--- src/rtl/dcache_cfg.svh ---
/*
 * dcache configuration
 * widths of the address split and the size of the tag and data arrays
 * for the two-way write-back data cache
 */
`ifndef DCACHE_CFG_SVH
`define DCACHE_CFG_SVH

// cpu side
`define DCACHE_ADDR_W   32
`define DCACHE_DATA_W   64
`define DCACHE_STRB_W   8

// one 64-bit word per set
`define DCACHE_SETS     64
`define DCACHE_INDEX_W  6
`define DCACHE_OFFSET_W 3

// what is left of the address after index and byte offset
`define DCACHE_TAG_W    (`DCACHE_ADDR_W - `DCACHE_INDEX_W - `DCACHE_OFFSET_W)

`endif

--- src/rtl/dcache_pkg.sv ---
/*
 * dcache types
 * address fields, data words, controller states and
 * memory port operation codes shared by the cache blocks
 */
`include "dcache_cfg.svh"

package dcache_pkg;

    typedef logic [`DCACHE_ADDR_W-1:0]  addr_t;
    typedef logic [`DCACHE_DATA_W-1:0]  word_t;
    typedef logic [`DCACHE_STRB_W-1:0]  strb_t;
    typedef logic [`DCACHE_INDEX_W-1:0] index_t;
    typedef logic [`DCACHE_TAG_W-1:0]   tag_t;
    typedef logic                       way_t;

    // one-hot controller states
    typedef enum logic [5:0] {
        S_IDLE      = 6'b000001,
        S_LOOKUP    = 6'b000010,
        S_COMPARE   = 6'b000100,
        S_WRITEBACK = 6'b001000,
        S_REFILL    = 6'b010000,
        S_RESPOND   = 6'b100000
    } state_t;

    typedef enum logic [1:0] {
        MEM_NONE      = 2'b00,
        MEM_WRITEBACK = 2'b01,
        MEM_REFILL    = 2'b10
    } mem_op_t;

endpackage

--- src/rtl/dcache_lookup.sv ---
/*
 * dcache lookup
 * valid, dirty and lru state per way and set, tag compare
 * and victim choice for the two-way data cache
 */
`timescale 1ns/1ns
`include "dcache_cfg.svh"

module dcache_lookup (
    input  logic                clk,
    input  logic                reset_i,
    input  dcache_pkg::index_t  index_i,
    input  dcache_pkg::tag_t    tag_i,
    input  dcache_pkg::tag_t    way0_tag_i,
    input  dcache_pkg::tag_t    way1_tag_i,
    input  logic                fill_i,
    input  dcache_pkg::way_t    fill_way_i,
    input  logic                mark_dirty_i,
    input  dcache_pkg::way_t    dirty_way_i,
    input  logic                touch_i,
    input  dcache_pkg::way_t    touch_way_i,
    output logic                hit_o,
    output dcache_pkg::way_t    hit_way_o,
    output dcache_pkg::way_t    victim_way_o,
    output logic                victim_dirty_o,
    output dcache_pkg::tag_t    victim_tag_o
);

    logic [`DCACHE_SETS-1:0] valid_q [2];
    logic [`DCACHE_SETS-1:0] dirty_q [2];
    // way used last in each set
    logic [`DCACHE_SETS-1:0] mru_q;

    logic hit0;
    logic hit1;

    assign hit0 = valid_q[0][index_i] && (way0_tag_i == tag_i);
    assign hit1 = valid_q[1][index_i] && (way1_tag_i == tag_i);

    assign hit_o     = hit0 || hit1;
    assign hit_way_o = hit1;

    // first invalid way, else the one not used last
    always_comb begin
        if (!valid_q[0][index_i]) begin
            victim_way_o = 1'b0;
        end else if (!valid_q[1][index_i]) begin
            victim_way_o = 1'b1;
        end else begin
            victim_way_o = ~mru_q[index_i];
        end
    end

    assign victim_dirty_o = dirty_q[victim_way_o][index_i];
    assign victim_tag_o   = victim_way_o ? way1_tag_i : way0_tag_i;

    always_ff @(posedge clk) begin
        if (reset_i) begin
            valid_q[0] <= '0;
            valid_q[1] <= '0;
            dirty_q[0] <= '0;
            dirty_q[1] <= '0;
            mru_q      <= '0;
        end else begin
            if (fill_i) begin
                valid_q[fill_way_i][index_i] <= 1'b1;
                dirty_q[fill_way_i][index_i] <= 1'b0;
            end
            if (mark_dirty_i) begin
                dirty_q[dirty_way_i][index_i] <= 1'b1;
            end
            if (touch_i) begin
                mru_q[index_i] <= touch_way_i;
            end
        end
    end

endmodule

--- config.mk ---
export PLATFORM = sky130hd
export DESIGN_NAME = dcache_lookup
export DESIGN_NICKNAME = d
export VERILOG_FILES = /design/src/rtl/dcache_pkg.sv /design/src/rtl/dcache_lookup.sv
export VERILOG_INCLUDE_DIRS = /design/src /design/src/rtl
export SDC_FILE = /design/constraint.sdc
export NUM_CORES = 1
export LEC_CHECK = 0
export BUFFER_PORTS_ARGS = -buffer_cell sky130_fd_sc_hd__buf_2
export CAP_MARGIN = 20
export CORE_MARGIN = 3
export CORE_UTILIZATION = 54
export DETAILED_ROUTE_END_ITERATION = 10
export MAX_ROUTING_LAYER = met4
export PLACE_DENSITY = 0.75
export SLEW_MARGIN = 20
export SYNTH_ARGS = -nofsm -noshare
export SYNTH_HDL_FRONTEND = slang
export SYNTH_SLANG_ARGS = --single-unit
--- constraint.sdc ---
create_clock -name clk -period 3.5 [get_ports clk]
set_clock_uncertainty 0.05 [all_clocks]
set_input_delay 0.35 -clock clk [delete_from_list [all_inputs] [get_ports clk]]
set_output_delay 0.35 -clock clk [all_outputs]
set_load 0.01 [all_outputs]
== After elaboration in Yosys (flattened, before gate mapping) ==
Memories as Yosys holds them, arrays and structs flattened.
Cells that the tools add are included.

* RAM bits: 256
* Logic and storage cells: 46
* Register bits after elaboration: 64
* Bits of input ports: 83
* Output and inout port bits: 27
* Memories kept: 2

* Order comparisons: 2
* Equality and inequality tests: 2
* Reductions and logical operators: 7
* Bitwise logic cells: 1
* Mux-type cells: 31

{| class="wikitable"
|+ Memory list
! name !! depth !! width !! rd ports !! clocked after Yosys merged registers in !! write ports !! line !! text
|-
| dirty_q || 2 || 64 || 1 || 0 || 2 || dcache_lookup.sv:30 || <nowiki>logic [`DCACHE_SETS-1:0] dirty_q [2];</nowiki>
|-
| valid_q || 2 || 64 || 2 || 0 || 2 || dcache_lookup.sv:29 || <nowiki>logic [`DCACHE_SETS-1:0] valid_q [2];</nowiki>
|}

{| class="wikitable"
|+ Operators by type and width
! cell !! count
|-
| two-way mux 64 bit || 8
|-
| OR reduction 64 bit || 3
|-
| bitwise mux 64 bit || 1
|-
| == test 23 bit || 2
|-
| binary-select mux 1 bit (select 6 bit) || 4
|-
| two-way mux 23 bit || 1
|-
| two-way mux 1 bit || 16
|-
| less-than comparator 6 x 7 -> 1 bit, second input constant || 1
|-
| demux 1 bit (select 6 bit) || 1
|-
| greater-or-equal comparator 6 x 1 -> 1 bit, second input constant || 1
|-
| logical AND 1 bit || 3
|-
| logical OR 1 bit || 1
|-
| NOT 1 bit || 1
|}

== Depth between registers and ports, before layout ==
An unclocked memory read counts as a cell.

* Depth in word-level cells: 8
* Gate-level depth with buffers: 17
* Gate-level depth less buffers: 11

== Worst setup path before layout ==
Ideal clock, no wire load.

* Kind: input-to-output
* Start: input index_i[2]
* End: output victim_dirty_o
* Path buffers: 5
* Stages on the path: 16
* Data required time: 3.100 ns
* Data arrival time: 3.035 ns
* Slack: 0.065 ns
* Cells stage by stage: buf_2 > inv_1 > buf_2 > clkbuf_1 > o221ai_1 > o2bb2ai_1 > a222oi_1 > nand4_1 > o21ai_2 > buf_6 > buf_6 > mux4_2 > mux2i_1 > nor3_1 > nor4_1 > nand4_1

* Word-level cells in the longest chain between the ends: 8
* Elaborated cells on any way between the ends: 12
* Classes of those cells: mux: 10; bitwise: 1; memory: 1

{| class="wikitable"
|+ RTL lines
! item !! line !! text
|-
| from (decl) || dcache_lookup.sv:12 || <nowiki>input dcache_pkg::index_t index_i,</nowiki>
|-
| binary-select mux 1 bit (select 6 bit) || dcache_lookup.sv:50 || <nowiki>victim_way_o = ~mru_q[index_i];</nowiki>
|-
| two-way mux 1 bit (not written as such) || dcache_lookup.sv:50 ||
|-
| NOT 1 bit || dcache_lookup.sv:50 ||
|-
| two-way mux 1 bit || dcache_lookup.sv:47 || <nowiki>end else if (!valid_q[1][index_i]) begin</nowiki>
|-
| two-way mux 1 bit || dcache_lookup.sv:45 || <nowiki>if (!valid_q[0][index_i]) begin</nowiki>
|-
| memory read (2 x 64 bit) || - ||
|-
| binary-select mux 1 bit (select 6 bit) (*) || dcache_lookup.sv:54 || <nowiki>assign victim_dirty_o = dirty_q[victim_way_o][index_i];</nowiki>
|-
| two-way mux 1 bit (not written as such) (*) || dcache_lookup.sv:54 ||
|-
| to (decl) || dcache_lookup.sv:25 || <nowiki>output logic victim_dirty_o,</nowiki>
|}

Mark *: on every way between the ends. The rest lies on a longest branch, timed or not. The select of a mux whose other input is x is not followed.

==> metrics.txt <==
status=complete, but fails checks; failing checks=negative setup slack; gp weighted congestion=0.969; maximum clock rate=228 MHz; Async SR Flop Fraction=0; max incr delay on CP=0.44 ns; Avg WL per Cell=22.3 um; Logic pwr share=0.112; synth unique cells=54; final instance area=18,500 um^2; period utilization=1.25; core footprint=27,900 um^2; hpwl dp=33.9 mm; post-route ant nets=0; power density cells=452 nW/um^2; first-pass GRT wire length=78.7 mm; average size of a mapped cell=8.68 um^2; CP Launch Type=register; Root Driver=clkbuf_16; Slew @ Worst Pin=1.23 ns; buffer and inverter count on the worst path=4; initial antenna violation count=1; minimum clock period=4.38 ns; worst skew pair latency=0.51 ns; Synth Cell Area=15,400 um^2; final hold violations=0; CP max stage cell=a222oi_1; setup ws final=-0.880 ns; placed cells=2,250; Worst Hold Path Cells=2; Die Ht=175 um; largest family of logic cells by synthesized area=compound AO/OA/AOI/OAI gates; commonest non-fill, non-tap cell in the layout=dfxtp_1; Clock transition at path regs=0.06 ns; Sw Ratio=0.248; cell count after synthesis=1,775; Vias=14,600; register share of total power=0.440; share of layout cells above drive strength 1=0.226; NetSw=2070 uW; # setup viols final=25; Pleak=0.00649 uW; Worst Setup End Kind=output pin; row count=61; Post-synth EDFFs=0; xor/xnor share of the synthesized area=0.0262; DR DRC count=0; Routed WL=51.6 mm; Post-Synth Simple-Gate Area=0.141; Ys Warns=0; vias in the first global route=14,100; CTS tree=built; number of synthesized register bits=320; # nets final=1,999; Top delay family on crit path=compound AO/OA/AOI/OAI gates; critical-path cell list=mux2_4, a221oi_2, o221ai_1, a222oi_1, nand4_1, o21ai_4, buf_4, buf_12, mux4_2, mux2i_2, nor3_1, nor4_1, buf_4, nand4_1, buf_2; largest net degree at the start of global routing=255; compound-cell area share of the yosys netlist=0.227; worst reg2reg path depth=3; sequential area share after synthesis=0.416; setup TNS=-7.78 ns; I/O pins=110; Rel. slew slack=0.183; unrepaired setup endpoints after global routing=true; Area growth syn-to-layout=19.8%; CTS Buf Count=35; Clock Sinks=320; DR vias/cell=6.31; htree depth=2; DR iter-0 viols=1,949; most frequent cells in the layout=dfxtp_1 (318), o21ai_0 (307), inv_1 (140); Adder-Cell Fraction of Synth Area=0; Chip Width=175 um; Fillers=2,268; die area=30,600 um^2; Clock power frac=0.448; max-cap viol count=0; Clock Tree Buf Depth=3; drt first pass iters=6; Arr. time, crit path=3.98 ns; Starting Density=0.551; Max Fanout on Critical Path=7; Port-buffer cells=109; global route overflow=0; Post-Place Cell Area=17,000 um^2; Worst VDD drop=0.428 mV; total track usage=0.332; prevailing post-synth register cell=dfxtp_1; fin cells=2,320; kind of critical path=reg2out; Int Pwr=6270 uW; WP depth=15; CP required=3.10 ns; Net Count, Synth=1,858; worst hold path type=in2reg; max-slew violations=0; post-synthesis mux area share=0.107
-- worst register-to-register path, cell delays in order, from the launching register on --
cell and delay [ns]:
dfxtp_1 0.32, nor2b_1 0.13, o21ai_0 0.15, o21ai_0 0.15
-- power groups by stage --
stage | clock network [uW] | logic, uW | registers (uW)
finish | 3730 | 936 | 3670
global route | 3900 | 973 | 3660
CTS | 3760 | 867 | 3670
detailed placement | 0 | 851 | 3750
global placement | 0 | 839 | 3750
floorplan | 0 | 469 | 3740
-- registers in the layout, indices dropped and copies added (netlist names) --
| register | count |
|---|---|
| mru_q | 64 |
| valid_q | 128 |
| dirty_q | 128 |
-- final timing paths --
kind | from | end | slack [ns]
max | valid_q[0][33]$_DFF_P_ | victim_dirty_o | -0.88
max reg2reg | dirty_q[0][49]$_DFF_P_ | dirty_q[0][49]$_DFF_P_ | 2.55
min | reset_i | valid_q[1][23]$_DFF_P_ | 0.25
min reg2reg | valid_q[1][15]$_DFF_P_ | valid_q[1][15]$_DFF_P_ | 0.42
-- Yosys cell counts (20+ instances only) --
| cell type | instances | area (um^2) |
|---|---|---|
| mux2_2 | 38 | 428 |
| nand2_1 | 103 | 387 |
| o22ai_1 | 134 | 838 |
| o21ai_0 | 307 | 1540 |
| a21oi_1 | 79 | 395 |
| mux4_2 | 37 | 833 |
| nor2b_1 | 125 | 782 |
| nor3_1 | 20 | 100 |
| clkbuf_1 | 118 | 443 |
| xor2_1 | 22 | 193 |
| a221oi_1 | 34 | 298 |
| mux2i_1 | 23 | 230 |
| nand3_1 | 69 | 345 |
| dfxtp_1 | 320 | 6410 |
| inv_1 | 140 | 526 |
| xnor2_1 | 24 | 210 |
-- cell type report --
cell class,instances,area (um^2),area share
Multi-Input combinational cell,1155,7860,0.426
Sequential cell,320,6410,0.347
Timing Repair Buffer,263,2010,0.109
Clock buffer,45,993,0.0538
Inverter,141,531,0.0288
Tap cell,378,473,0.0256
Clock inverter,17,175,0.00949
Antenna cell,1,2.50,0.000136
-- timing repair --
item | CTS | global route
hold buffers | 0 | 0
gates resized for setup | 16 | 13
setup endpoints to repair | 25 | 25
endpoints found under the hold margin | 0 | 0
pin swaps | 5 | 7
buffers inserted | 1 | 2
gates cloned | 0 | 3
-- cell families (layout without fill, tap and decap cells) --
group	Yosys count	count (layout)
other	0	1
xor gates and xnor gates	46	46
and+or+nand+nor	404	404
buffers and inverters	300	466
muxes	104	104
AOI/OAI and AO/OA	601	601
DFF	320	320
-- per-stage QoR --
step	hold slack (ns)	total power, uW	setup slack, ns	utilization
finish	0.246	8330	-0.880	0.660
global route	0.260	8530	-0.963	0.660
CTS	0.232	8290	-0.899	0.654
detailed placement	0.409	4600	-1.07	0.609
global placement	0.405	4580	-1.03	0.609
floorplan	0.396	4210	0.0650	-
-- per-layer routing --
| layer | vias up | routed length [um] | global-route usage |
|---|---|---|---|
| li1 | 6658 | - | - |
| met1 | 7018 | 21300 | 0.448 |
| met2 | 831 | 23500 | 0.500 |
| met3 | 142 | 4890 | 0.0580 |
| met4 | 0 | 1870 | 0.127 |
| met5 | - | 0 | - |
Power figures use the tool's default switching activity.
