==> src/rtl/dcache_cfg.svh <==
/*
 * dcache configuration
 * widths of the address split and the size of the tag and data arrays
 * for the two-way write-back data cache
 */
`ifndef DCACHE_CFG_SVH
`define DCACHE_CFG_SVH

// cpu side
`define DCACHE_ADDR_W   32
`define DCACHE_DATA_W   64
`define DCACHE_STRB_W   8

// one 64-bit word per set
`define DCACHE_SETS     64
`define DCACHE_INDEX_W  6
`define DCACHE_OFFSET_W 3

// what is left of the address after index and byte offset
`define DCACHE_TAG_W    (`DCACHE_ADDR_W - `DCACHE_INDEX_W - `DCACHE_OFFSET_W)

`endif

==> src/rtl/dcache_pkg.sv <==
/*
 * dcache types
 * address fields, data words, controller states and
 * memory port operation codes shared by the cache blocks
 */
`include "dcache_cfg.svh"

package dcache_pkg;

    typedef logic [`DCACHE_ADDR_W-1:0]  addr_t;
    typedef logic [`DCACHE_DATA_W-1:0]  word_t;
    typedef logic [`DCACHE_STRB_W-1:0]  strb_t;
    typedef logic [`DCACHE_INDEX_W-1:0] index_t;
    typedef logic [`DCACHE_TAG_W-1:0]   tag_t;
    typedef logic                       way_t;

    // one-hot controller states
    typedef enum logic [5:0] {
        S_IDLE      = 6'b000001,
        S_LOOKUP    = 6'b000010,
        S_COMPARE   = 6'b000100,
        S_WRITEBACK = 6'b001000,
        S_REFILL    = 6'b010000,
        S_RESPOND   = 6'b100000
    } state_t;

    typedef enum logic [1:0] {
        MEM_NONE      = 2'b00,
        MEM_WRITEBACK = 2'b01,
        MEM_REFILL    = 2'b10
    } mem_op_t;

endpackage

==> src/rtl/dcache_sram.sv <==
/*
 * dcache array
 * single-port synchronous array with one entry per set,
 * registered read, used for both the tag and the data ways
 */
`timescale 1ns/1ns
`include "dcache_cfg.svh"

module dcache_sram #(
    parameter type entry_t = logic
) (
    input  logic                clk,
    input  logic                en_i,
    input  logic                we_i,
    input  dcache_pkg::index_t  addr_i,
    input  entry_t              wdata_i,
    output entry_t              rdata_o
);

    entry_t mem_q [`DCACHE_SETS];

    // write wins, a read only happens on a cycle without write
    always_ff @(posedge clk) begin
        if (we_i) begin
            mem_q[addr_i] <= wdata_i;
        end else if (en_i) begin
            rdata_o <= mem_q[addr_i];
        end
    end

endmodule

==> config.mk <==
export PLATFORM = sky130hd
export DESIGN_NAME = dcache_sram
export DESIGN_NICKNAME = d
export VERILOG_FILES = /design/src/rtl/dcache_pkg.sv /design/src/rtl/dcache_sram.sv
export VERILOG_INCLUDE_DIRS = /design/src /design/src/rtl
export SDC_FILE = /design/constraint.sdc
export NUM_CORES = 1
export LEC_CHECK = 0
export BUFFER_PORTS_ARGS = -buffer_cell sky130_fd_sc_hd__buf_2
export CAP_MARGIN = 30
export CORE_ASPECT_RATIO = 1.1
export CORE_MARGIN = 3
export CORE_UTILIZATION = 60
export DETAILED_ROUTE_END_ITERATION = 8
export PLACE_DENSITY = 0.75
export SLEW_MARGIN = 20
export SYNTH_ARGS = -nofsm -noshare
export SYNTH_HDL_FRONTEND = slang
export SYNTH_SLANG_ARGS = --single-unit
export TNS_END_PERCENT = 5
==> constraint.sdc <==
create_clock -name clk -period 4.6 [get_ports clk]
set_input_delay 0.23 -clock clk [delete_from_list [all_inputs] [get_ports clk]]
set_output_delay 0.23 -clock clk [all_outputs]
set_load 0.1 [all_outputs]
======== Word-level counts from Yosys, hierarchy flattened ========
Memories as Yosys holds them, arrays and structs flattened. A register that Yosys moved wholly into a read port is not among the register bits.
Index checks and enable logic that the tools add are counted.
storage, ports and cells
  memory bits (writable) .................. 64
  bits of input ports ..................... 10
  memories kept ........................... 1
  flip-flop bits (word level) ............. 0
  word-level logic and storage cells ...... 5
  output and inout bits ................... 1
memory list
  memory  depth  width  read ports  clocked after Yosys merged registers in  wr ports  RTL line           RTL
  mem_q   64     1      1           1                                        1         dcache_sram.sv:20  entry_t mem_q [`DCACHE_SETS];
cells by class
  reduce and logical (&&, ||, !) cells .... 1
  bitwise operators ....................... 1
  muxes and demuxes ....................... 2
operator list
  kind               number
  $mux W1            2
  $reduce_and A2 Y1  1
  $not A1 Y1         1

======== Depth between registers and ports, before layout ========
Gate-level depths: netlist (run 1).
  word-level depth ........................ 2
  depth in mapped cells ................... 8
  depth with buffers taken out ............ 5

======== Worst setup path before layout (run 1) ========
Ideal clock, no wire load.
  path kind ............................... in2reg
  start ................................... input port addr_i[0]
  end ..................................... register rdata_o (read register of mem_q) (data pin)
  arrival ................................. 1.412 ns
  setup time .............................. 0.273 ns
  setup slack ............................. 2.916 ns
  cell stages on the path ................. 6
  buffers on the path ..................... 1
  path through ............................ buf_6 mux4_1 mux2i_1 o22ai_1 nor4_1 nand4_1
RTL lines
  element          RTL line           RTL
  start, declared  dcache_sram.sv:15  input dcache_pkg::index_t addr_i,
  end, declared    dcache_sram.sv:17  output entry_t rdata_o

==> metrics.log, run 1 <==
[metrics] Resized Gates After CTS: 0
[metrics] Switching Share: 22.2%
[metrics] count of hold buffers inserted by post-cts repair: 0
[metrics] leftover overflow at the end of global routing: 0
[metrics] Ys Warns: 0
[metrics] fraction of the yosys area taken by sequential cells: between 60% and 70%
[metrics] residual DRC count: 0
[metrics] final setup slack of the worst path: 2.54 ns
[metrics] routed via count divided by cell count: ~6.2
[metrics] #FFs+latches synth: 65
[metrics] CTS buffer count: 9
[metrics] maximum clock skew at final layout: 0.00719 ns
[metrics] filler cell count in the final layout: 361
[metrics] post-placement cell count: 286
[metrics] number of cells produced by synthesis: 236
[metrics] starting DRC count in detailed routing: 170
[metrics] TritonCTS Sinks: 65
[metrics] number of flops mapped to enable cells by yosys: 65
[metrics] dominant synthesized flop cell: edfxtp_1
[metrics] buffer depth of the longest clock path: 2
[metrics] Internal Power: 0.864 mW
[metrics] height of the die: around 80 microns
[metrics] post-synthesis cell area: 0.00299 sq mm
[metrics] largest area contributor in the netlist: edfxtp_1
[metrics] Max transition margin: 49.8%
[metrics] count of placed standard cells in the final layout, fillers left out: 300
[metrics] Max-Cap Viols: 0
[metrics] RSZ-0062 raised after global routing: no
[metrics] data required time at the worst endpoint: 4.66 ns
[metrics] final antenna diode count: 0
[metrics] Clock Latency Late Sink: between 0.3 and 0.4 ns
[metrics] Die Footprint: about 0.006 sq mm
[metrics] horizontal die dimension: 73.3 microns
[metrics] syn avg cell area: 12.6 sq um
[metrics] placer's final routability congestion estimate: around 0.78
[metrics] post-CTS repair timing setup buffer count: 0
[metrics] syn_nets: between 200 and 250
[metrics] power share of the clock group: 33.5%
[metrics] number of detailed-routing iterations run before antenna repair: 4
[metrics] met1 GRT Util: 27.9%
[metrics] area share of the leading cell type in the synthesized netlist: 65.4%
[metrics] result of the run: completed
[metrics] total net switching power: 0.247 mW
[metrics] remaining number of nets flagged by the antenna check after routing: 0
[metrics] met3 Usage GRT: 4.79%
[metrics] Synth cell types: 33
[metrics] worst slack after detailed placement: 2.26 ns
[metrics] post-route total power: 1.11 mW
[metrics] Detail Placement HPWL: 3.34 mm
[metrics] Layout Nets: approximately 250
[metrics] top area cells in the synthesized netlist: edfxtp_1, nor2_1, mux2i_1
[metrics] final-layout setup total negative slack: 0 ns
[metrics] effective utilization at floorplan: 63.3%
[metrics] kind of capture point of the worst setup path: flip-flop
[metrics] clock transition at the registers of the reported paths: approximately 0.070 ns
[metrics] fin area: 0.00318 sq mm
[metrics] Final min period: ~2.1 ns
[metrics] Cell Area, Placed: between 0.003 and 0.004 sq mm
[metrics] detail-routed net length per standard cell: 18.8 microns
[metrics] met2 capacity usage during global routing: 33.9%
[metrics] worst vdd ir: 0.224 mV
[metrics] number of placement rows: 26
[metrics] max-slew violation count: 0
[metrics] worst min-delay path category: input port to flip-flop
[metrics] fmax: about 0.49 GHz
[metrics] sequential fraction of design power: just under 60%
[metrics] port buffer count: 10
[metrics] FFs w/ async S/R, synth: 0%
[metrics] endpoints failing hold: 0
[metrics] Crit Path Class: input port to flip-flop
[metrics] CP max FO: 33
[metrics] CTS tree: yes
[metrics] overall global routing resource usage: 22.2%
[metrics] H-tree level count: 3
[metrics] number of antenna violations at the first check in global routing: 0
[metrics] fraction of layout instances using a drive strength above 1: 12.3%
[metrics] Most Used Layer, Global Route: met2
[metrics] via count of the first global-routing pass: ~1.8k
[metrics] Final Setup Violations: 0
[metrics] startpoint types: input port
[metrics] leakage: 1.04 nW
[metrics] root buf cell: clkbuf_8
[metrics] Layout area overhead: 6.62%
[metrics] wire length of the first global-routing pass: around 9.2 mm
[metrics] DRT Wirelength: 5.63 mm
[metrics] transition time at the pin with the least slew margin: 0.753 ns
[metrics] Core Footprint: between 0.004 and 0.005 sq mm
[metrics] Power Dens Cells: 349 mW/mm^2
[metrics] number of top-level pins: 11
[metrics] post-route fraction of the period consumed by the critical path: between 40% and 50%
[metrics] largest net degree at the start of global routing: 65
[metrics] arrival time at the worst endpoint: 2.12 ns
[metrics] via count: 1,849
[metrics] proportion of power drawn by combinational gates: 7.3%
[worst max-delay path, cell delays in order]
cell	delay, ns
buf_2	0.58
mux4_2	0.58
mux2i_1	0.15
o22ai_1	0.09
nor4_1	0.33
nand4_1	0.14
[cell usage in the layout (no fill, tap or decap), types with 2 or more instances in the layout]
cell type	netlist	final
a21oi_1	7	7
a221oi_1	2	2
a22oi_1	4	4
and3_1	2	2
buf_2	8	10
clkbuf_8	0	9
clkinv_1	0	3
edfxtp_1	65	65
mux2_2	3	3
mux2i_1	13	13
mux4_1	2	2
mux4_2	4	4
nand2_1	9	9
nand2b_1	4	4
nand3_1	9	9
nand3b_1	4	4
nand4_1	2	2
nor2_1	69	69
nor2b_1	6	6
o21bai_1	3	3
or3b_2	2	2
[path summary, 6_finish.rpt]
path	from	endpoint	slack, ns	cells after the start
setup / recovery	addr_i[1]	rdata_o$_DFFE_PP_	2.54	6
hold / removal	en_i	rdata_o$_DFFE_PP_	0.25	2
setup reg to reg	mem_q[61]$_DFFE_PP_	rdata_o$_DFFE_PP_	2.75	5
hold reg to reg	mem_q[17]$_DFFE_PP_	rdata_o$_DFFE_PP_	0.71	4
[sequential cells by signal (all words and copies together), names as in the netlist]
signal,flops
mem_q,64
rdata_o,1
[synth_stat cells (all sizes together) (2+ instances only)]
cell type / count
nor2: 69
mux4: 6
nand2: 9
mux2i: 13
edfxtp: 65
nor2b: 6
a22oi: 4
buf: 12
a21oi: 7
or3b: 2
o21bai: 3
clkbuf: 4
nand3b: 4
nand4: 2
mux2: 3
nand2b: 4
and3: 2
a221oi: 2
nand3: 10
[per-stage QoR]
step | util (%) | hold WS (ns)
2_1_floorplan | - | 0.329
3_3_place_gp | 64.1 | 0.594
3_5_place_dp | 64.1 | 0.591
4_1_cts | 67.1 | 0.239
5_1_grt | 67.5 | 0.273
6_report | 67.5 | 0.252
[metal layers]
| metal | up-vias | wire (microns) |
|---|---|---|
| li1 | 876 | - |
| met1 | 895 | 2520 |
| met2 | 58 | 2620 |
| met3 | 20 | 245 |
| met4 | 0 | 250 |
| met5 | - | 0 |
[cell families (layout without fill, tap and decap cells)]
group                  after synthesis  in the layout  share of synthesized area [%]
AOI/OAI and AO/OA                   22             22                           4.90
buffers and inverters               17             25                           2.85
DFF                                 65             65                           65.4
muxes                               22             22                           10.3
and+or+nand+nor                    110            110                           16.6
[area by class of cell]
type                            count  area [sq um]  area share [%]
Clock buffer                       10           128            4.01
Clock inverter                      3          11.3           0.354
Inverter                            1          3.75           0.118
Multi-Input combinational cell    154           948            29.8
Sequential cell                    65          1950            61.3
Tap cell                           56          70.1            2.20
Timing Repair Buffer               11          70.1            2.20
[power by group through the flow]
stage	registers (mW)	clock network (mW)	logic [mW]
floorplan	0.674	0	0.0534
global placement	0.670	0	0.0765
detailed placement	0.670	0	0.0782
CTS	0.658	0.376	0.0786
global route	0.657	0.401	0.0884
finish	0.657	0.373	0.0809
(Power assumes the default switching activity.)
==> run 2: changes to the inputs <==
==> constraint.sdc (replaced) <==
create_clock -name clk -period 1.9 [get_ports clk]
set_input_delay 0.095 -clock clk [delete_from_list [all_inputs] [get_ports clk]]
set_output_delay 0.095 -clock clk [all_outputs]
set_load 0.1 [all_outputs]
==> metrics.log, run 2 (same netlist as run 1, synthesis figures left out) <==
[metrics] most frequent standard cell in the layout excluding fill and tap cells: nor2_1
[metrics] fmax: 0.561 GHz
[metrics] Final Setup Violations: 0 (unchanged)
[metrics] Layout area overhead: 11.7%
[metrics] number of placement rows: 26 (unchanged)
[metrics] CTS tree: yes
[metrics] most flop-heavy register: mem_q
[metrics] Max-Cap Viols: 0 (unchanged)
[metrics] routed via count divided by cell count: 6.04 (-1.9%)
[metrics] sequential fraction of design power: 58.2% (-1.0 points)
[metrics] number of detailed-routing iterations run before antenna repair: 4 (unchanged)
[metrics] result of the run: completed
[metrics] worst min-delay path category: input port to flip-flop
[metrics] arrival time at the worst endpoint: 1.85 ns (-0.27 ns)
[metrics] fraction of layout instances using a drive strength above 1: 18.3% (+6.0 points)
[metrics] capture endpoint of the worst hold path: rdata_o$_DFFE_PP_
[metrics] H-tree level count: 3 (unchanged)
[metrics] max-slew violation count: 0 (unchanged)
[metrics] largest net degree at the start of global routing: 36 (-45%)
[metrics] leakage: 1.13 nW (+8.2%)
[metrics] number of top-level pins: 11 (unchanged)
[metrics] DRT Wirelength: 6.20 mm (+10%)
[metrics] Internal Power: 2.12 mW (+150%)
[metrics] reg-to-reg startpoint: mem_q[57]$_DFFE_PP_
[metrics] clock transition at the registers of the reported paths: 0.06 ns (about the same)
[metrics] critical-path cell with the highest stage delay: mux4_1
[metrics] starting DRC count in detailed routing: 284 (+67%)
[metrics] detail-routed net length per standard cell: 19.4 microns (+3.4%)
[metrics] post-CTS repair timing setup buffer count: 0 (unchanged)
[metrics] TritonCTS Sinks: 65 (unchanged)
[metrics] via count of the first global-routing pass: 1,862 (+2.0%)
[metrics] height of the die: 80.0 microns (unchanged)
[metrics] worst slack after detailed placement: 0.0459 ns (-2.21 ns)
[metrics] Detail Placement HPWL: 4.16 mm (+24%)
[metrics] Layout Nets: 270 (+7.1%)
[metrics] kind of capture point of the worst setup path: flip-flop
[metrics] power share of the clock group: 33.7% (+0.2 points)
[metrics] residual DRC count: 0 (unchanged)
[metrics] via count: 1,928 (+4.3%)
[metrics] Core Footprint: 0.00472 sq mm (unchanged)
[metrics] proportion of power drawn by combinational gates: 8.1% (+0.8 points)
[metrics] horizontal die dimension: 73.3 microns (unchanged)
[metrics] CP max FO: 1 (-97%)
[metrics] count of placed standard cells in the final layout, fillers left out: 319 (+6.3%)
[metrics] Die Footprint: 0.00586 sq mm (unchanged)
[metrics] list of cells traversed by the critical path: mux4_1 > mux2i_1 > o22ai_1 > nor4_1 > nand4_1
[metrics] final setup slack of the worst path: 0.118 ns (-2.42 ns)
[metrics] startpoint types: flip-flop
[metrics] maximum clock skew at final layout: 0.00412 ns (-0.00308 ns)
[metrics] wire length of the first global-routing pass: 9.80 mm (+6.8%)
[metrics] number of antenna violations at the first check in global routing: 0 (unchanged)
[metrics] Power Dens Cells: 820 mW/mm^2 (+140%)
[metrics] Switching Share: 22.3% (+0.12 points)
[metrics] leftover overflow at the end of global routing: 0 (unchanged)
[metrics] Hold Path Stages: 2 (unchanged)
[metrics] port buffer count: 10 (unchanged)
[metrics] overall global routing resource usage: 23.8% (+1.6 points)
[metrics] data required time at the worst endpoint: 1.97 ns (-2.69 ns)
[metrics] post-route total power: 2.73 mW (+150%)
[metrics] final antenna diode count: 0 (unchanged)
[metrics] Crit Path Class: flip-flop to flip-flop
[metrics] R2R depth: 5 (unchanged)
[metrics] CTS buffer count: 9 (unchanged)
[metrics] RSZ-0062 raised after global routing: no
[metrics] max reg flops: 64 (unchanged)
[metrics] buffer depth of the longest clock path: 2 (unchanged)
[metrics] worst vdd ir: 0.631 mV (+180%)
[metrics] remaining number of nets flagged by the antenna check after routing: 0 (unchanged)
[metrics] worst reg2reg setup slack: 0.12 ns (-2.63 ns)
[metrics] Final min period: ~1.8 ns
[metrics] root buf cell: clkbuf_8
[metrics] most frequent cells in the layout: nor2_1, edfxtp_1, buf_4, mux2i_1, buf_2
[metrics] post-placement cell count: 305 (+6.6%)
[metrics] post-route fraction of the period consumed by the critical path: about 94%
[metrics] effective utilization at floorplan: 63.3% (unchanged)
[metrics] count of hold buffers inserted by post-cts repair: 0 (unchanged)
[metrics] filler cell count in the final layout: 336 (-6.9%)
[metrics] delay of the slowest critical-path stage: 0.51 ns (-0.07 ns)
[metrics] transition time at the pin with the least slew margin: 0.509 ns (-0.245 ns)
[metrics] registers with the highest flip-flop counts: mem_q (64), rdata_o (1)
[metrics] total net switching power: 0.611 mW (+150%)
[metrics] placer's final routability congestion estimate: 0.879 (+13%)
[metrics] Clock Latency Late Sink: 0.33 ns (about the same)
[metrics] final-layout setup total negative slack: 0 ns (unchanged)
[metrics] Max transition margin: 66.1% (+16 points)
[metrics] terminus of the critical flop-to-flop path: rdata_o$_DFFE_PP_
[metrics] Resized Gates After CTS: 0 (unchanged)
[metrics] startpoint of the tightest hold check path: en_i
[metrics] endpoints failing hold: 0 (unchanged)
==> run 2: cell count changes in the layout (fill, tap and decap cells not counted), sizes merged <==
cell / delta
buf: +18
clkbuf: +2
clkinv: -1
==> run 2: worst max path at each step <==
stage	from	endpoint	slack (ns)	cells after the start
after CTS	mem_q[57]$_DFFE_PP_	rdata_o$_DFFE_PP_	0.03	5
after floorplan	mem_q[61]$_DFFE_PP_	rdata_o$_DFFE_PP_	0.26	5
after detailed placement	mem_q[57]$_DFFE_PP_	rdata_o$_DFFE_PP_	0.05	5
after global placement	mem_q[60]$_DFFE_PP_	rdata_o$_DFFE_PP_	0.1	5
after global routing	mem_q[57]$_DFFE_PP_	rdata_o$_DFFE_PP_	0.06	5
final	mem_q[57]$_DFFE_PP_	rdata_o$_DFFE_PP_	0.12	5
==> run 2: worst max-delay path: cells and delay by family, from the launching register on <==
family	cells	cell delay, ns
flip-flops	1	0.36
multiplexers	2	0.68
AND/OR/NAND/NOR	2	0.37
AO/OA/AOI/OAI	1	0.11
==> run 2: per-layer routing <==
metal	global-route usage (%)	vias to the layer above	part of all wire (%)
met5	0	-	0
met4	12.4	0	2.0
met3	5.04	14	5.3
met2	37.0	64	50
met1	31.4	942	43
li1	-	908	-
==> run 2: cell type report <==
cell class	instances	area, sq um	share of cell area, %
clock buffers	12	135	4.05
well taps	56	70.1	2.10
repair buffers	29	218	6.53
clock inverters	2	7.51	0.225
multi-input cells	154	948	28.4
inverters	1	3.75	0.113
flip-flops and latches	65	1950	58.5
==> run 2: through the flow <==
| stage | hold slack (ns) | util, % | instance area (sq um) |
|---|---|---|---|
| final | 0.116 | 70.7 | 3330 |
| after global routing | 0.114 | 70.7 | 3330 |
| after CTS | 0.119 | 70.7 | 3330 |
| after detailed placement | 0.457 | 67.7 | 3190 |
| after global placement | 0.461 | 67.7 | 3190 |
| after floorplan | 0.194 | - | 2990 |
==> run 2: power by group through the flow <==
stage               logic [mW]  registers [mW]  clock network (mW)
floorplan                0.129            1.63                   0
global placement         0.218            1.62                   0
detailed placement       0.221            1.62                   0
CTS                      0.223            1.59               0.916
global route             0.241            1.59               0.985
finish                   0.222            1.59               0.921
==> run 3: changes to the inputs <==
--- a/config.mk
+++ b/config.mk
@@ -9,7 +9,7 @@
 export BUFFER_PORTS_ARGS = -buffer_cell sky130_fd_sc_hd__buf_2
 export CAP_MARGIN = 30
 export CORE_ASPECT_RATIO = 1.1
-export CORE_MARGIN = 3
+export CORE_MARGIN = 1.5
 export CORE_UTILIZATION = 60
 export DETAILED_ROUTE_END_ITERATION = 8
 export PLACE_DENSITY = 0.75
==> metrics.log, run 3 (same netlist as run 1, synthesis figures left out) <==
[metrics] result of the run: completed
[metrics] Max transition margin: 65.8% (-0.28 points)
[metrics] wire length of the first global-routing pass: 9.65 mm (-1.6%)
[metrics] most frequent standard cell in the layout excluding fill and tap cells: nor2_1
[metrics] Core Footprint: 0.00472 sq mm (unchanged)
[metrics] height of the die: 77.0 microns (-3.8%)
[metrics] sequential fraction of design power: 57.7% (-0.5 points)
[metrics] registers with the highest flip-flop counts: mem_q (64), rdata_o (1)
[metrics] critical path launch point: mem_q[38]$_DFFE_PP_
[metrics] cell family contributing the most delay on the critical path: multiplexers
[metrics] TritonCTS Sinks: 65 (unchanged)
[metrics] max-slew violation count: 0 (unchanged)
[metrics] list of cells traversed by the critical path: mux4_2 > mux2i_1 > o22ai_1 > nor4_2 > nand4_1
[metrics] Final min period: 1.71 ns (-0.0746 ns)
[metrics] Layout area overhead: 11.8%
[metrics] final antenna diode count: 0 (unchanged)
[metrics] number of placement rows: 26 (unchanged)
[metrics] detail-routed net length per standard cell: 18.9 microns (-2.7%)
[metrics] port buffer count: 10 (unchanged)
[metrics] delay of the slowest critical-path stage: 0.48 ns (-0.03 ns)
[metrics] Detail Placement HPWL: 4.00 mm (-3.9%)
[metrics] endpoints failing hold: 0 (unchanged)
[metrics] most frequent cells in the layout: nor2_1, edfxtp_1, buf_4, mux2i_1, buf_2
[metrics] reg-to-reg startpoint: mem_q[38]$_DFFE_PP_
[metrics] via count of the first global-routing pass: 1,839 (-1.2%)
[metrics] transition time at the pin with the least slew margin: 0.513 ns (+0.00427 ns)
[metrics] count of hold buffers inserted by post-cts repair: 0 (unchanged)
[metrics] post-route total power: 2.76 mW (+0.89%)
[metrics] RSZ-0062 raised after global routing: no
[metrics] worst vdd ir: 0.499 mV (-21%)
[metrics] Layout Nets: 270 (unchanged)
[metrics] fraction of layout instances using a drive strength above 1: 19.2% (+0.99 points)
[metrics] final-layout setup total negative slack: 0 ns (unchanged)
[metrics] kind of capture point of the worst setup path: flip-flop
[metrics] CTS buffer count: 9 (unchanged)
[metrics] Power Dens Cells: 827 mW/mm^2 (+0.78%)
[metrics] post-CTS repair timing setup buffer count: 0 (unchanged)
[metrics] worst path buffer plus inverter count: 0 (unchanged)
[metrics] startpoint of the tightest hold check path: en_i
[metrics] clock transition at the registers of the reported paths: 0.07 ns (about the same)
[metrics] fmax: 0.586 GHz (+4.4%)
[metrics] worst reg2reg setup slack: 0.19 ns (+0.07 ns)
[metrics] overall global routing resource usage: 24.8% (+0.97 points)
[metrics] total net switching power: 0.637 mW (+4.3%)
[metrics] Max-Cap Viols: 0 (unchanged)
[metrics] horizontal die dimension: 70.3 microns (-4.1%)
[metrics] startpoint types: flip-flop
[metrics] post-route fraction of the period consumed by the critical path: 89.9% (-3.9 points)
[metrics] residual DRC count: 0 (unchanged)
[metrics] data required time at the worst endpoint: 1.97 ns (about the same)
[metrics] Internal Power: 2.12 mW (about the same)
[metrics] effective utilization at floorplan: 63.3% (unchanged)
[metrics] maximum clock skew at final layout: 0.00849 ns (+0.00438 ns)
[metrics] worst min-delay path category: input port to flip-flop
[metrics] via count: 1,923 (-0.26%)
[metrics] CTS tree: yes
[metrics] Crit Path Class: flip-flop to flip-flop
[metrics] max reg flops: 64 (unchanged)
[metrics] Clock Latency Late Sink: 0.34 ns (about the same)
[metrics] power share of the clock group: 34.3% (+0.6 points)
[metrics] H-tree level count: 3 (unchanged)
[metrics] final setup slack of the worst path: 0.193 ns (+0.0746 ns)
[metrics] buffer depth of the longest clock path: 2 (unchanged)
[metrics] number of detailed-routing iterations run before antenna repair: 4 (unchanged)
[metrics] most flop-heavy register: mem_q
[metrics] leftover overflow at the end of global routing: 0 (unchanged)
[metrics] proportion of power drawn by combinational gates: 8.0% (about the same)
[metrics] number of top-level pins: 11 (unchanged)
[metrics] starting DRC count in detailed routing: 240 (-15%)
[metrics] root buf cell: clkbuf_8
[metrics] filler cell count in the final layout: 349 (+3.9%)
[metrics] leakage: 1.13 nW (+0.61%)
[metrics] Resized Gates After CTS: 0 (unchanged)
[metrics] number of antenna violations at the first check in global routing: 0 (unchanged)
[metrics] CP max FO: 1 (unchanged)
[metrics] Switching Share: 23.1% (+0.75 points)
[metrics] arrival time at the worst endpoint: 1.78 ns (-0.07 ns)
[metrics] critical-path cell with the highest stage delay: mux4_2
[metrics] largest net degree at the start of global routing: 35 (-2.8%)
[metrics] DRT Wirelength: 6.07 mm (-2.1%)
[metrics] worst slack after detailed placement: 0.0533 ns (+0.00739 ns)
[metrics] placer's final routability congestion estimate: 0.797 (-9.4%)
[metrics] routed via count divided by cell count: 5.99 (-0.88%)
[metrics] remaining number of nets flagged by the antenna check after routing: 0 (unchanged)
[metrics] Die Footprint: 0.00541 sq mm (-7.7%)
[metrics] Final Setup Violations: 0 (unchanged)
-- run 3: cell count changes in the layout (fill, tap and decap cells not counted) --
| cell | before | now |
|---|---|---|
| nor4_2 | 0 | 1 |
| clkinv_1 | 2 | 4 |
| clkinv_2 | 0 | 2 |
| buf_4 | 17 | 18 |
| clkbuf_1 | 3 | 1 |
| buf_12 | 2 | 1 |
| nor4_1 | 1 | 0 |
-- run 3: through the flow --
stage	cells	hold slack [ns]	util [%]	instance area (sq um)
2_1_floorplan	236	0.194	-	2990
3_3_place_gp	305	0.471	67.4	3180
3_5_place_dp	305	0.461	67.4	3180
4_1_cts	321	0.114	70.6	3330
5_1_grt	321	0.135	70.8	3340
6_report	321	0.125	70.8	3340
-- run 3: power by group through the flow --
stage	Combinational, mW	Sequential [mW]	Clock, mW
after floorplan	0.129	1.63	0
after global placement	0.217	1.62	0
after detailed placement	0.219	1.62	0
after CTS	0.220	1.59	0.958
after global routing	0.241	1.59	1.02
final	0.222	1.59	0.946
-- run 3: worst paths after layout --
check | endpoint | cells after the start
worst min register to register | rdata_o$_DFFE_PP_ | 4
worst min-delay path | rdata_o$_DFFE_PP_ | 2
worst max register to register | rdata_o$_DFFE_PP_ | 5
worst max-delay path | rdata_o$_DFFE_PP_ | 5
-- run 3: cell type report --
| type | instances | area, sq um | area share (%) |
|---|---|---|---|
| sequential | 65 | 1950 | 58.5 |
| multi-input combinational | 154 | 955 | 28.6 |
| timing repair buffer | 29 | 205 | 6.15 |
| clock buffer | 10 | 128 | 3.82 |
| tap | 56 | 70.1 | 2.10 |
| clock inverter | 6 | 25.0 | 0.750 |
| inverter | 1 | 3.75 | 0.112 |
-- run 3: routing by layer --
layer | up-vias | track usage [%] | routed length [microns]
met5 | - | 0 | 0
met4 | 0 | 13.1 | 119
met3 | 11 | 8.54 | 512
met2 | 76 | 37.3 | 2940
met1 | 927 | 31.9 | 2500
li1 | 909 | - | -
